### src/cpu_pkg.sv
package cpu_pkg;

    // data and address width
    localparam int xlen = 32;
    // register index width
    localparam int reg_addr_w = 5;
    // instruction rom size in words
    localparam int imem_depth = 256;

    // plain data or address word
    typedef logic [xlen-1:0] word_t;
    // register index
    typedef logic [reg_addr_w-1:0] reg_addr_t;

    // architectural a0
    localparam reg_addr_t a0_reg = 5'd10;
    // addi x0, x0, 0
    localparam word_t nop_instr = 32'h0000_0013;

    // major opcodes of the supported subset
    typedef enum logic [6:0] {
        op_r      = 7'b0110011,
        op_imm    = 7'b0010011,
        op_lui    = 7'b0110111,
        op_branch = 7'b1100011
    } opcode_e;

    // alu operation select
    typedef enum logic [2:0] {
        alu_add    = 3'd0,
        alu_sub    = 3'd1,
        alu_and    = 3'd2,
        alu_or     = 3'd3,
        alu_slt    = 3'd4,
        // lui passes the u immediate straight through
        alu_pass_b = 3'd5
    } alu_op_e;

    // immediate layout in the instruction word
    typedef enum logic [1:0] {
        imm_i = 2'd0,
        imm_b = 2'd1,
        imm_u = 2'd2
    } imm_fmt_e;

    // decoded control bundle
    typedef struct packed {
        // register file write
        logic     reg_wr_en;
        // operand b from immediate
        logic     alu_src;
        // conditional branch
        logic     branch;
        // bne when set, beq otherwise
        logic     branch_ne;
        alu_op_e  alu_op;
        imm_fmt_e imm_fmt;
    } ctrl_t;

endpackage

### src/pc_unit.sv
`timescale 1ns/1ps

module pc_unit (
    input  logic                 clk,
    input  logic                 rst,
    input  logic                 pc_src,
    input  cpu_pkg::word_t       imm,
    output cpu_pkg::word_t       pc
);

    // sequential and branch candidates
    cpu_pkg::word_t pc_plus4;
    cpu_pkg::word_t pc_target;
    cpu_pkg::word_t next_pc;

    assign pc_plus4  = pc + cpu_pkg::word_t'(4);
    // b immediate already carries the zero low bit
    assign pc_target = pc + imm;
    assign next_pc   = pc_src ? pc_target : pc_plus4;

    // one instruction per cycle, no stall
    always_ff @(posedge clk) begin
        if (rst) begin
            pc <= '0;
        end else begin
            pc <= next_pc;
        end
    end

    // relies on the decoder and immediate unit never producing odd targets
    assert property (@(posedge clk) disable iff (rst) pc[1:0] == 2'b00)
        else $error("pc lost word alignment: %h", pc);

endmodule

### config.mk
export PLATFORM = sky130hd
export DESIGN_NAME = pc_unit
export DESIGN_NICKNAME = d
export VERILOG_FILES = /design/src/cpu_pkg.sv /design/src/pc_unit.sv
export SDC_FILE = /design/constraint.sdc
export NUM_CORES = 1
export LEC_CHECK = 0
export CAP_MARGIN = 20
export CORE_MARGIN = 3
export CORE_UTILIZATION = 60
export CTS_CLUSTER_DIAMETER = 60
export CTS_CLUSTER_SIZE = 10
export DETAILED_ROUTE_END_ITERATION = 16
export DONT_BUFFER_PORTS = 1
export GPL_ROUTABILITY_DRIVEN = 0
export PLACE_DENSITY = 0.76
export RECOVER_POWER = 25
export REMOVE_ABC_BUFFERS = 1
export SETUP_SLACK_MARGIN = 0.5
export SLEW_MARGIN = 40
export SYNTH_ARGS = -nofsm -noshare
export SYNTH_HDL_FRONTEND = slang
export SYNTH_SLANG_ARGS = --single-unit
### constraint.sdc
create_clock -name clk -period 5.82 [get_ports clk]
set_clock_uncertainty 0.15 [all_clocks]
set_input_delay 0.873 -clock clk [delete_from_list [all_inputs] [get_ports clk]]
set_output_delay 0.873 -clock clk [all_outputs]
set_load 0.01 [all_outputs]
Word-level counts from Yosys, hierarchy flattened

Cells that the tools add are included.
W data, S select, Z words.

Output and inout port bits: 32
Input port bits: 35
Flip-flop bits (word level): 32

Add/sub/neg operators: 2
Multiplexer cells: 1

Operators by type and width:

| operator                | count |
|---|---|
| $add A32 B3 Y32 const B | 1 |
| $add A32 B32 Y32        | 1 |
| $mux W32                | 1 |

Depth between registers and ports, before layout

Gate-level depths: netlist (run 1).

Depth in word-level cells: 2
Mapped depth: 11
Mapped depth without buffers: 11

Worst setup path before layout (run 1)

Ideal clock, no wire load.

Path type: input -> register
From: input port imm[9]
To: register pc[31]
Path slack: 2782 ps
Data arrival time: 2767 ps
Cell stages on the path: 9
Setup time: 121 ps
Buffers on the path: 0
Data required time: 5549 ps
Cells stage by stage: ha_1 and3_4 a41o_1 nor3_4 a21oi_2 a311oi_2 o2111ai_1 nor3b_2 mux2_4

Longest elaborated chain between the ends: 2

RTL lines:

| item                   | line          | RTL |
|---|---|---|
| start: declaration     | pc_unit.sv:7  | `input cpu_pkg::word_t imm,` |
| $add A32 B32 Y32       | pc_unit.sv:18 | `assign pc_target = pc + imm;` |
| $mux W32               | pc_unit.sv:19 | `assign next_pc = pc_src ? pc_target : pc_plus4;` |
| end signal: assignment | pc_unit.sv:26 | `pc <= next_pc;` |
| end: declaration       | pc_unit.sv:8  | `output cpu_pkg::word_t pc` |

Every way passes these cells.
A chain may end at the register's enable or synchronous reset.

Worst setup path after layout (run 1)

From: input port imm[0]
To: register pc[26]

Same word-level chain as after synthesis.

==> flow_summary.json, run 1 <==
{
  "cts_resized": 0,
  "first_global_vias": 2966,
  "rsz0062_at_grt": "false",
  "drt_iter0_drc": 198,
  "worstRegToRegCells": 11,
  "yosysUniqueCellTypes": 59,
  "io_pins": 67,
  "status": "completed",
  "hold_depth": 2,
  "power_density_nw_per_um2": 254.6,
  "drive_gt1_share_pct": 4.895,
  "core_um2": 5238,
  "overflow": 0,
  "via_per_inst": 6.329,
  "synth-edff-count": 0,
  "synthCells": 438,
  "cts_hold_buf": 0,
  "grt_antenna_before_repair": 0,
  "cp_common_cell": "a21oi_1",
  "start_util_pct": 63.74,
  "final_cell_mix": "55 x nor2_1, 35 x nand2_1, 32 x ha_1, 32 x dfxtp_1",
  "drtPass1Iterations": 4,
  "tightest_slew_ns": 0.5912,
  "hold_viol": 0,
  "cp_max_fo": 4,
  "path_cells": "ha_1 > inv_1 > fa_1 > nor2b_1 > o31a_1 > o21ai_1 > a21oi_1 > a21oi_1 > o31ai_2 > xnor2_1 > a211oi_1",
  "post-cts-setup-buffers": 0,
  "dieArea_um2": 6495,
  "clk_latency_ns": 0.29,
  "cts_tree": "built",
  "fin_tns_setup_ns": 0,
  "slew_violations": 0,
  "startpoint_type": "input port",
  "ys_seq_area_share_pct": 19.19,
  "totalWireLength_mm": 8.463,
  "max-slew-margin-rel_pct": 60.37,
  "cap_violations": 0,
  "grt_max_degree": 62,
  "grt_use_met1_pct": 35.54,
  "endpoint_kind": "register",
  "rows": 26,
  "busiest_layer": "met2",
  "cpPeakStageDelay_ns": 0.41,
  "grt_pass1_wl_mm": 13.99,
  "die_w_um": 80.59,
  "synth_ff_type": "dfxtp_1",
  "path_clk_slew_ns": 0.07,
  "max-clock-path-buffers": 2,
  "nNetsFinal": 497,
  "setup_viol": 0,
  "regToRegSetupSlack_ns": 2.78,
  "fmax_ghz": 0.3158,
  "p_leak_uw": 0.001443,
  "die_h_um": 80.59,
  "vias": 3158,
  "cts_root_buffer": "clkbuf_8",
  "synthArstFlopShare_pct": 0,
  "fin_crit_ns": 3.166,
  "cp.required_ns": 5.87,
  "avgSynthCellArea_um2": 7.621,
  "irDropWorstVdd_mv": 0.1182,
  "fin_util_pct": 66.05,
  "min_path_type": "register to register",
  "mostFrequentLayoutCell": "nor2_1",
  "drc": 0,
  "wl_per_cell_um": 16.96,
  "io_buffers": 0,
  "grt_use_met3_pct": 6.390,
  "synth_seq_cells": 32,
  "clock-sinks": 32,
  "grt_usage_pct": 26.95,
  "period_share_pct": 54.40,
  "syn_area_um2": 3338,
  "synthToLayoutAreaGrowth_pct": 3.636,
  "diodes": 0,
  "largest_register_ffs": 32,
  "top_regs": "pc x32",
  "place_hpwl_mm": 6.391,
  "yosys_warnings": 0,
  "drtAntennaViolNets": 0,
  "cts_buffers": 5,
  "htreeDepth": 2,
  "critPathKind": "input port to register",
  "crit_arrival_ns": 3.22,
  "regMostFlops": "pc",
  "met2_usage_pct": 43.87,
  "cp_slowest_cell": "fa_1"
}
## stage by stage
stage               setup WS, ns  instances  total power, uW  area (um2)  hold WS (ns)
detailed placement         2.390        492            681.5        3363        0.4161
CTS                        2.671        499            877.9        3460        0.4359
floorplan                  2.782        422            609.4        3276        0.3866
global route               2.442        499            942.9        3460        0.4611
global placement           2.445        492            670.9        3363        0.4060
finish                     2.654        499            880.8        3460        0.4327
## Yosys cell counts (all sizes together), types with 3 or more instances
| library cell | number | area (um2) |
|---|---|---|
| nor4b | 3 | 26.28 |
| nor2b | 6 | 37.54 |
| xnor2 | 31 | 271.5 |
| o21a | 4 | 30.03 |
| nor2 | 57 | 219.0 |
| nand4 | 6 | 43.79 |
| nor3 | 10 | 71.32 |
| a21oi | 32 | 163.9 |
| o21bai | 4 | 30.03 |
| nand3 | 19 | 95.09 |
| xor2 | 19 | 166.4 |
| and2 | 3 | 18.77 |
| o22ai | 4 | 25.02 |
| a21o | 17 | 127.6 |
| dfxtp | 32 | 640.6 |
| nand2b | 4 | 25.02 |
| ha | 32 | 400.4 |
| buf | 3 | 13.76 |
| and4 | 5 | 43.79 |
| and3 | 5 | 36.28 |
| o21ai | 21 | 105.1 |
| o2111ai | 4 | 35.03 |
| inv | 14 | 52.55 |
| nand2 | 35 | 131.4 |
| clkbuf | 13 | 48.80 |
| a211oi | 24 | 180.2 |
## routing by layer
layer	routed length, um	vias up
li1	-	1593
met1	3828	1450
met2	3948	102
met3	565	13
met4	120	0
met5	0	-
## final timing paths
check	startpoint	end
worst max-delay path	imm[0]	pc[26]
worst min-delay path	pc[0]	pc[0]
worst max register to register	pc[0]	pc[26]
worst min register to register	pc[0]	pc[0]
## cell type report
| cell class | count | area [um2] |
|---|---|---|
| multi-input combinational | 376 | 2582 |
| tap | 70 | 87.58 |
| fill | 474 | 1778 |
| clock buffer | 7 | 96.34 |
| sequential | 32 | 640.6 |
| inverter | 14 | 52.55 |
## power breakdown
| group | switching [uW] | total [uW] | internal [uW] | leakage, uW |
|---|---|---|---|---|
| combinational | 207 | 374 | 167 | 0.00113 |
| clock | 91.1 | 197 | 105 | 0.0000503 |
| sequential | 61.2 | 310 | 249 | 0.000266 |
## worst max-delay path, delay by kind of cell
kind / cells / cell delay (ns)
fa+ha+maj: 2 / 0.58
buf+inv: 1 / 0.07
simple gates: 1 / 0.17
xor+xnor: 1 / 0.12
compound gates: 6 / 1.40
## cells by family after synthesis
kind of cell | share of synthesized area, %
buffers and inverters | 3.448
AO/OA/AOI/OAI | 26.27
XOR/XNOR | 13.12
adder cells (fa/ha/maj) | 12.59
multiplexers | 1.049
flip-flops | 19.19
AND/OR/NAND/NOR | 24.33
Note: power is estimated with default switching activity, not from simulation.
==> inputs of run 2 (changes only) <==
CORE_UTILIZATION = 59   (was 60)
PLACE_DENSITY = 0.78   (was 0.76)
clock period = 2.8 ns   (was 5.82 ns; I/O delays follow)
==> run 2 against run 1 <==
The run now ends with setup timing left. First-iteration DRC count increased to 3.3 times the previous value. Largest cell class unchanged. Non-clock buffer count increased by 56. Critical path type is now register to register. Die area increased by 1.6%.
==> flow_summary.json, run 2 (synthesized netlist as in run 1, its figures left out) <==
{
  "cpPeakStageDelay_ns": 0.90,
  "endpoint_kind": "register",
  "worst_hold_startpoint": "rst",
  "cts_buffers": 5,
  "drtAntennaViolNets": 0,
  "violations": "setup timing",
  "core_um2": 5303,
  "largest_register_ffs": 32,
  "die_w_um": 81.22,
  "mostFrequentLayoutCell": "nor2_1",
  "crit_arrival_ns": 3.03,
  "via_per_inst": 7.234,
  "fmax_ghz": 0.3340,
  "io_buffers": 0,
  "nNetsFinal": 553,
  "drive_gt1_share_pct": 32.92,
  "tightest_slew_ns": 1.021,
  "period_share_pct": 106.9,
  "io_pins": 67,
  "clk_latency_ns": 0.30,
  "cts_root_buffer": "clkbuf_8",
  "drt_iter0_drc": 654,
  "drc": 0,
  "start_util_pct": 62.95,
  "p_leak_uw": 0.001833,
  "slew_violations": 0,
  "diodes": 0,
  "regMostFlops": "pc",
  "drtPass1Iterations": 5,
  "totalWireLength_mm": 13.06,
  "overflow": 0,
  "rsz0062_at_grt": "true",
  "grt_max_degree": 62,
  "final_area_um2": 4467,
  "power_density_nw_per_um2": 527.9,
  "hold_viol": 0,
  "path_clk_slew_ns": 0.08,
  "fin_cells": 556,
  "fin_ws_ns": -0.1939,
  "grt_antenna_before_repair": 0,
  "crit_family": "simple AND/OR/NAND/NOR gates",
  "critPathKind": "register to register",
  "placed_area_um2": 3573,
  "final_cell_mix": "53 x nor2_1, 49 x buf_4, 32 x nand2_1",
  "synthToLayoutAreaGrowth_pct": 33.81,
  "die_h_um": 81.22,
  "setup_viol": 1,
  "dieArea_um2": 6597,
  "worstRegToRegCells": 7,
  "htreeDepth": 2,
  "dpl.cell_count": 520,
  "hold_depth": 1,
  "vias": 4022,
  "grt_usage_pct": 31.78,
  "startpoint_type": "register",
  "top_regs": "pc x32",
  "cp_slowest_cell": "nor4b_1",
  "r2r_end": "pc[28]",
  "cts_tree": "built",
  "wl_per_cell_um": 23.49,
  "grt_pass1_wl_mm": 16.35,
  "max-clock-path-buffers": 2,
  "first_global_vias": 3349,
  "cp.required_ns": 2.84,
  "regToRegSetupSlack_ns": -0.19,
  "min_to": "pc[1]",
  "path_cells": "ha_1 > o21a_1 > nor2_1 > nor4b_1 > o21ai_2 > nand3_1 > or3b_1",
  "fin_util_pct": 84.24,
  "cp_max_fo": 5,
  "max-slew-margin-rel_pct": 31.00,
  "status": "finished with violations",
  "path_buf_inv": 0,
  "irDropWorstVdd_mv": 0.3880,
  "crit_start": "pc[21]",
  "r2r-start": "pc[21]",
  "place_hpwl_mm": 6.713,
  "min_path_type": "input port to register",
  "fin_crit_ns": 2.994,
  "cap_violations": 0,
  "rows": 26,
  "clock-sinks": 32,
  "fin_tns_setup_ns": -0.1939
}
==> run 2: layer usage <==
| metal | GRT usage, % | part of all wire [%] |
|---|---|---|
| met1 | 38.95 | 35 |
| met2 | 55.01 | 47 |
| met3 | 7.317 | 11 |
| met4 | 9.628 | 6.8 |
| met5 | 0 | 0 |
==> run 2: timing repair <==
action | CTS | global route
hold endpoints to repair | 0 | 0
pin swaps | 36 | 48
resized for setup | 73 | 54
endpoints found under the setup margin | 22 | 23
buffers inserted | 14 | 14
cloned | 0 | 0
hold buffers | 0 | 0
==> run 2: layout make-up <==
class                   instances  area, um2
inverters                      14      52.55
flip-flops and latches         32      655.6
clock buffers                   8      90.09
repair buffers                 56      439.2
multi-input cells             376       3142
fillers                       275      835.8
well taps                      70      87.58
==> run 2: where the power goes <==
group          leakage (uW)  switching [uW]  total, uW  internal [uW]
Clock             0.0000455             207        409            201
Combinational       0.00152             732       1340            603
Sequential         0.000269            92.7        614            522
Total               0.00183            1030       2360           1330
==> run 2: how the worst max path moves through the flow <==
stage | end | slack (ns) | depth (start not counted)
detailed placement | pc[28] | -0.01 | 11
global placement | pc[26] | 0.08 | 11
global route | pc[28] | -0.25 | 7
finish | pc[28] | -0.19 | 7
floorplan | pc[31] | 0.21 | 9
CTS | pc[28] | 0.29 | 11
==> run 2: metrics by stage <==
step	setup WS, ns	total power, uW	hold slack, ns
final	-0.1939	2358	0.03142
after global routing	-0.2468	2448	0.02869
after CTS	0.2912	2051	0.03197
after detailed placement	-0.01120	1498	0.3493
after global placement	0.07621	1477	0.3487
after floorplan	0.2146	1267	0.3424
==> inputs of run 3 (changes only) <==
ABC_AREA = 1   (was unset)
CORE_ASPECT_RATIO = 1.75   (was unset)
CORE_UTILIZATION = 60   (was 59)
PLACE_DENSITY = 0.79   (was 0.78)
clock period = 2.5 ns   (was 2.8 ns; I/O delays follow)
==> run 3 against run 2 <==
The run ends with hold timing left. First-iteration DRC count is 20% lower. Via count is 38% higher. Final area is 22% higher. Register-to-register slack better by 0.38 ns. Fmax is 30% higher. Clock power is 83% higher. Worst hold slack worse by 0.038 ns. Non-clock buffer count is 15 lower. Critical path type unchanged.
==> flow_summary.json, run 3 <==
{
  "rows": 40,
  "cts_root_buffer": "clkbuf_16",
  "fin_util_pct": 78.86,
  "avgSynthCellArea_um2": 5.472,
  "dieArea_um2": 8250,
  "cap_violations": 0,
  "met2_usage_pct": 69.91,
  "drtPass1Iterations": 5,
  "period_share_pct": 92.39,
  "fmax_ghz": 0.4330,
  "nNetsFinal": 893,
  "overflow": 0,
  "crit_arrival_ns": 2.29,
  "clock-sinks": 32,
  "cp.required_ns": 2.48,
  "drive_gt1_share_pct": 23.00,
  "vias": 5556,
  "path_clk_slew_ns": 0.06,
  "wl_per_cell_um": 19.54,
  "synth_ff_type": "dfxtp_1",
  "power_density_nw_per_um2": 521.5,
  "status": "finished with violations",
  "die_h_um": 117.9,
  "grt_usage_pct": 39.48,
  "start_util_pct": 62.19,
  "mostFrequentLayoutCell": "nand2_1",
  "clk_latency_ns": 0.29,
  "cts_tree": "built",
  "final_cell_mix": "260 x nand2_1, 140 x inv_1, 47 x nand3_1",
  "synthToLayoutAreaGrowth_pct": 26.80,
  "yosysUniqueCellTypes": 38,
  "die_w_um": 69.96,
  "min_path_type": "input port to register",
  "endpoint_kind": "register",
  "tightest_slew_ns": 0.5253,
  "fin_cells": 910,
  "critPathKind": "register to register",
  "p_leak_uw": 0.002851,
  "synthCells": 785,
  "drt_iter0_drc": 522,
  "grt_use_met1_pct": 35.86,
  "first_global_vias": 5304,
  "htreeDepth": 2,
  "largest_register_ffs": 32,
  "synth_seq_cells": 32,
  "hold_viol": 2,
  "place_hpwl_mm": 12.53,
  "hold_depth": 1,
  "rsz0062_at_grt": "true",
  "power.total_uw": 2840,
  "startpoint_type": "register",
  "yosysMostFrequentCell": "nand2_1",
  "netlist.area_leader.share_pct": 24.99,
  "timing.hold.ws_ns": -0.006570,
  "synthArstFlopShare_pct": 0,
  "yosys_warnings": 0,
  "io_buffers": 0,
  "irDropWorstVdd_mv": 0.5565,
  "via_per_inst": 6.105,
  "diodes": 0,
  "drc": 0,
  "max-slew-margin-rel_pct": 64.61,
  "max-clock-path-buffers": 2,
  "busiest_layer": "met2",
  "top_regs": "pc x32",
  "slew_violations": 0,
  "grt_use_met3_pct": 9.487,
  "netlist.top_cell.by_area": "nand2_1",
  "grt_antenna_before_repair": 1,
  "cts_buffers": 5,
  "cp_max_fo": 5,
  "violations": "hold timing",
  "syn_area_um2": 4295,
  "drtAntennaViolNets": 0,
  "synth_area_leaders": "nand2_1 25%, dfxtp_1 15%, inv_1 12%",
  "setup_viol": 0,
  "totalWireLength_mm": 17.78,
  "core_um2": 6907,
  "grt_max_degree": 33,
  "io_pins": 67,
  "fin_crit_ns": 2.310,
  "ys_seq_area_share_pct": 14.91,
  "fin_tns_setup_ns": 0,
  "synth-edff-count": 0,
  "dpl.cell_count": 890,
  "grt_pass1_wl_mm": 25.51,
  "regMostFlops": "pc",
  "synth_common_cells": "286 x nand2_1, 142 x inv_1, 65 x nor2_1",
  "worstRegToRegCells": 8
}
run 3: cells by family after synthesis:
logic type               count (synthesis)  share of synthesized area, %
buffers and inverters                  155                         13.60
AO/OA/AOI/OAI                           75                         9.380
AND/OR/NAND/NOR                        468                         47.48
XOR/XNOR                                22                         4.835
adder cells (fa/ha/maj)                 33                         9.787
flip-flops                              32                         14.91
run 3: path summary, 6_finish.rpt:
check	startpoint	endpoint	slack, ns
max reg2reg	pc[3]	pc[5]	0.19
min	rst	pc[22]	-0.007
min reg2reg	pc[0]	pc[0]	0.48
max	pc[3]	pc[5]	0.19
run 3: stage by stage:
| step | setup slack (ns) | area (um2) |
|---|---|---|
| after floorplan | 0.4949 | 4263 |
| after global placement | 0.2534 | 4586 |
| after detailed placement | 0.1695 | 4586 |
| after CTS | 0.4965 | 4986 |
| after global routing | 0.1744 | 5446 |
| final | 0.1903 | 5446 |
run 3: what timing repair did:
action / CTS / global route
buffers inserted: 3 / 9
resized for setup: 44 / 110
hold endpoints to repair: 5 / 15
pin swaps: 3 / 26
setup endpoints to repair: 25 / 25
run 3: power by group:
part | internal, uW | switching (uW)
Clock | 474 | 276
Combinational | 531 | 888
Sequential | 576 | 94.7
run 3: layout make-up:
class	instances	area (um2)
inverters	147	554.3
well taps	84	105.1
clock inverters	3	46.29
flip-flops and latches	32	664.4
repair buffers	41	281.5
fillers	531	1460
multi-input cells	598	3670
clock buffers	5	125.1
run 3: metal layers:
| metal | part of all wire [%] | routed length, um |
|---|---|---|
| met5 | 0.073 | 13 |
| met4 | 13 | 2314 |
| met3 | 9.2 | 1630 |
| met2 | 48 | 8476 |
| met1 | 30 | 5342 |
run 3: worst max-delay path, cell delays in order (launching register included):
cell and delay (ns):
dfxtp_1 0.58, ha_4 0.23, nand2_2 0.09, inv_1 0.08
nand3_1 0.09, nand2_1 0.13, inv_1 0.10, or2_2 0.30
a31oi_1 0.39
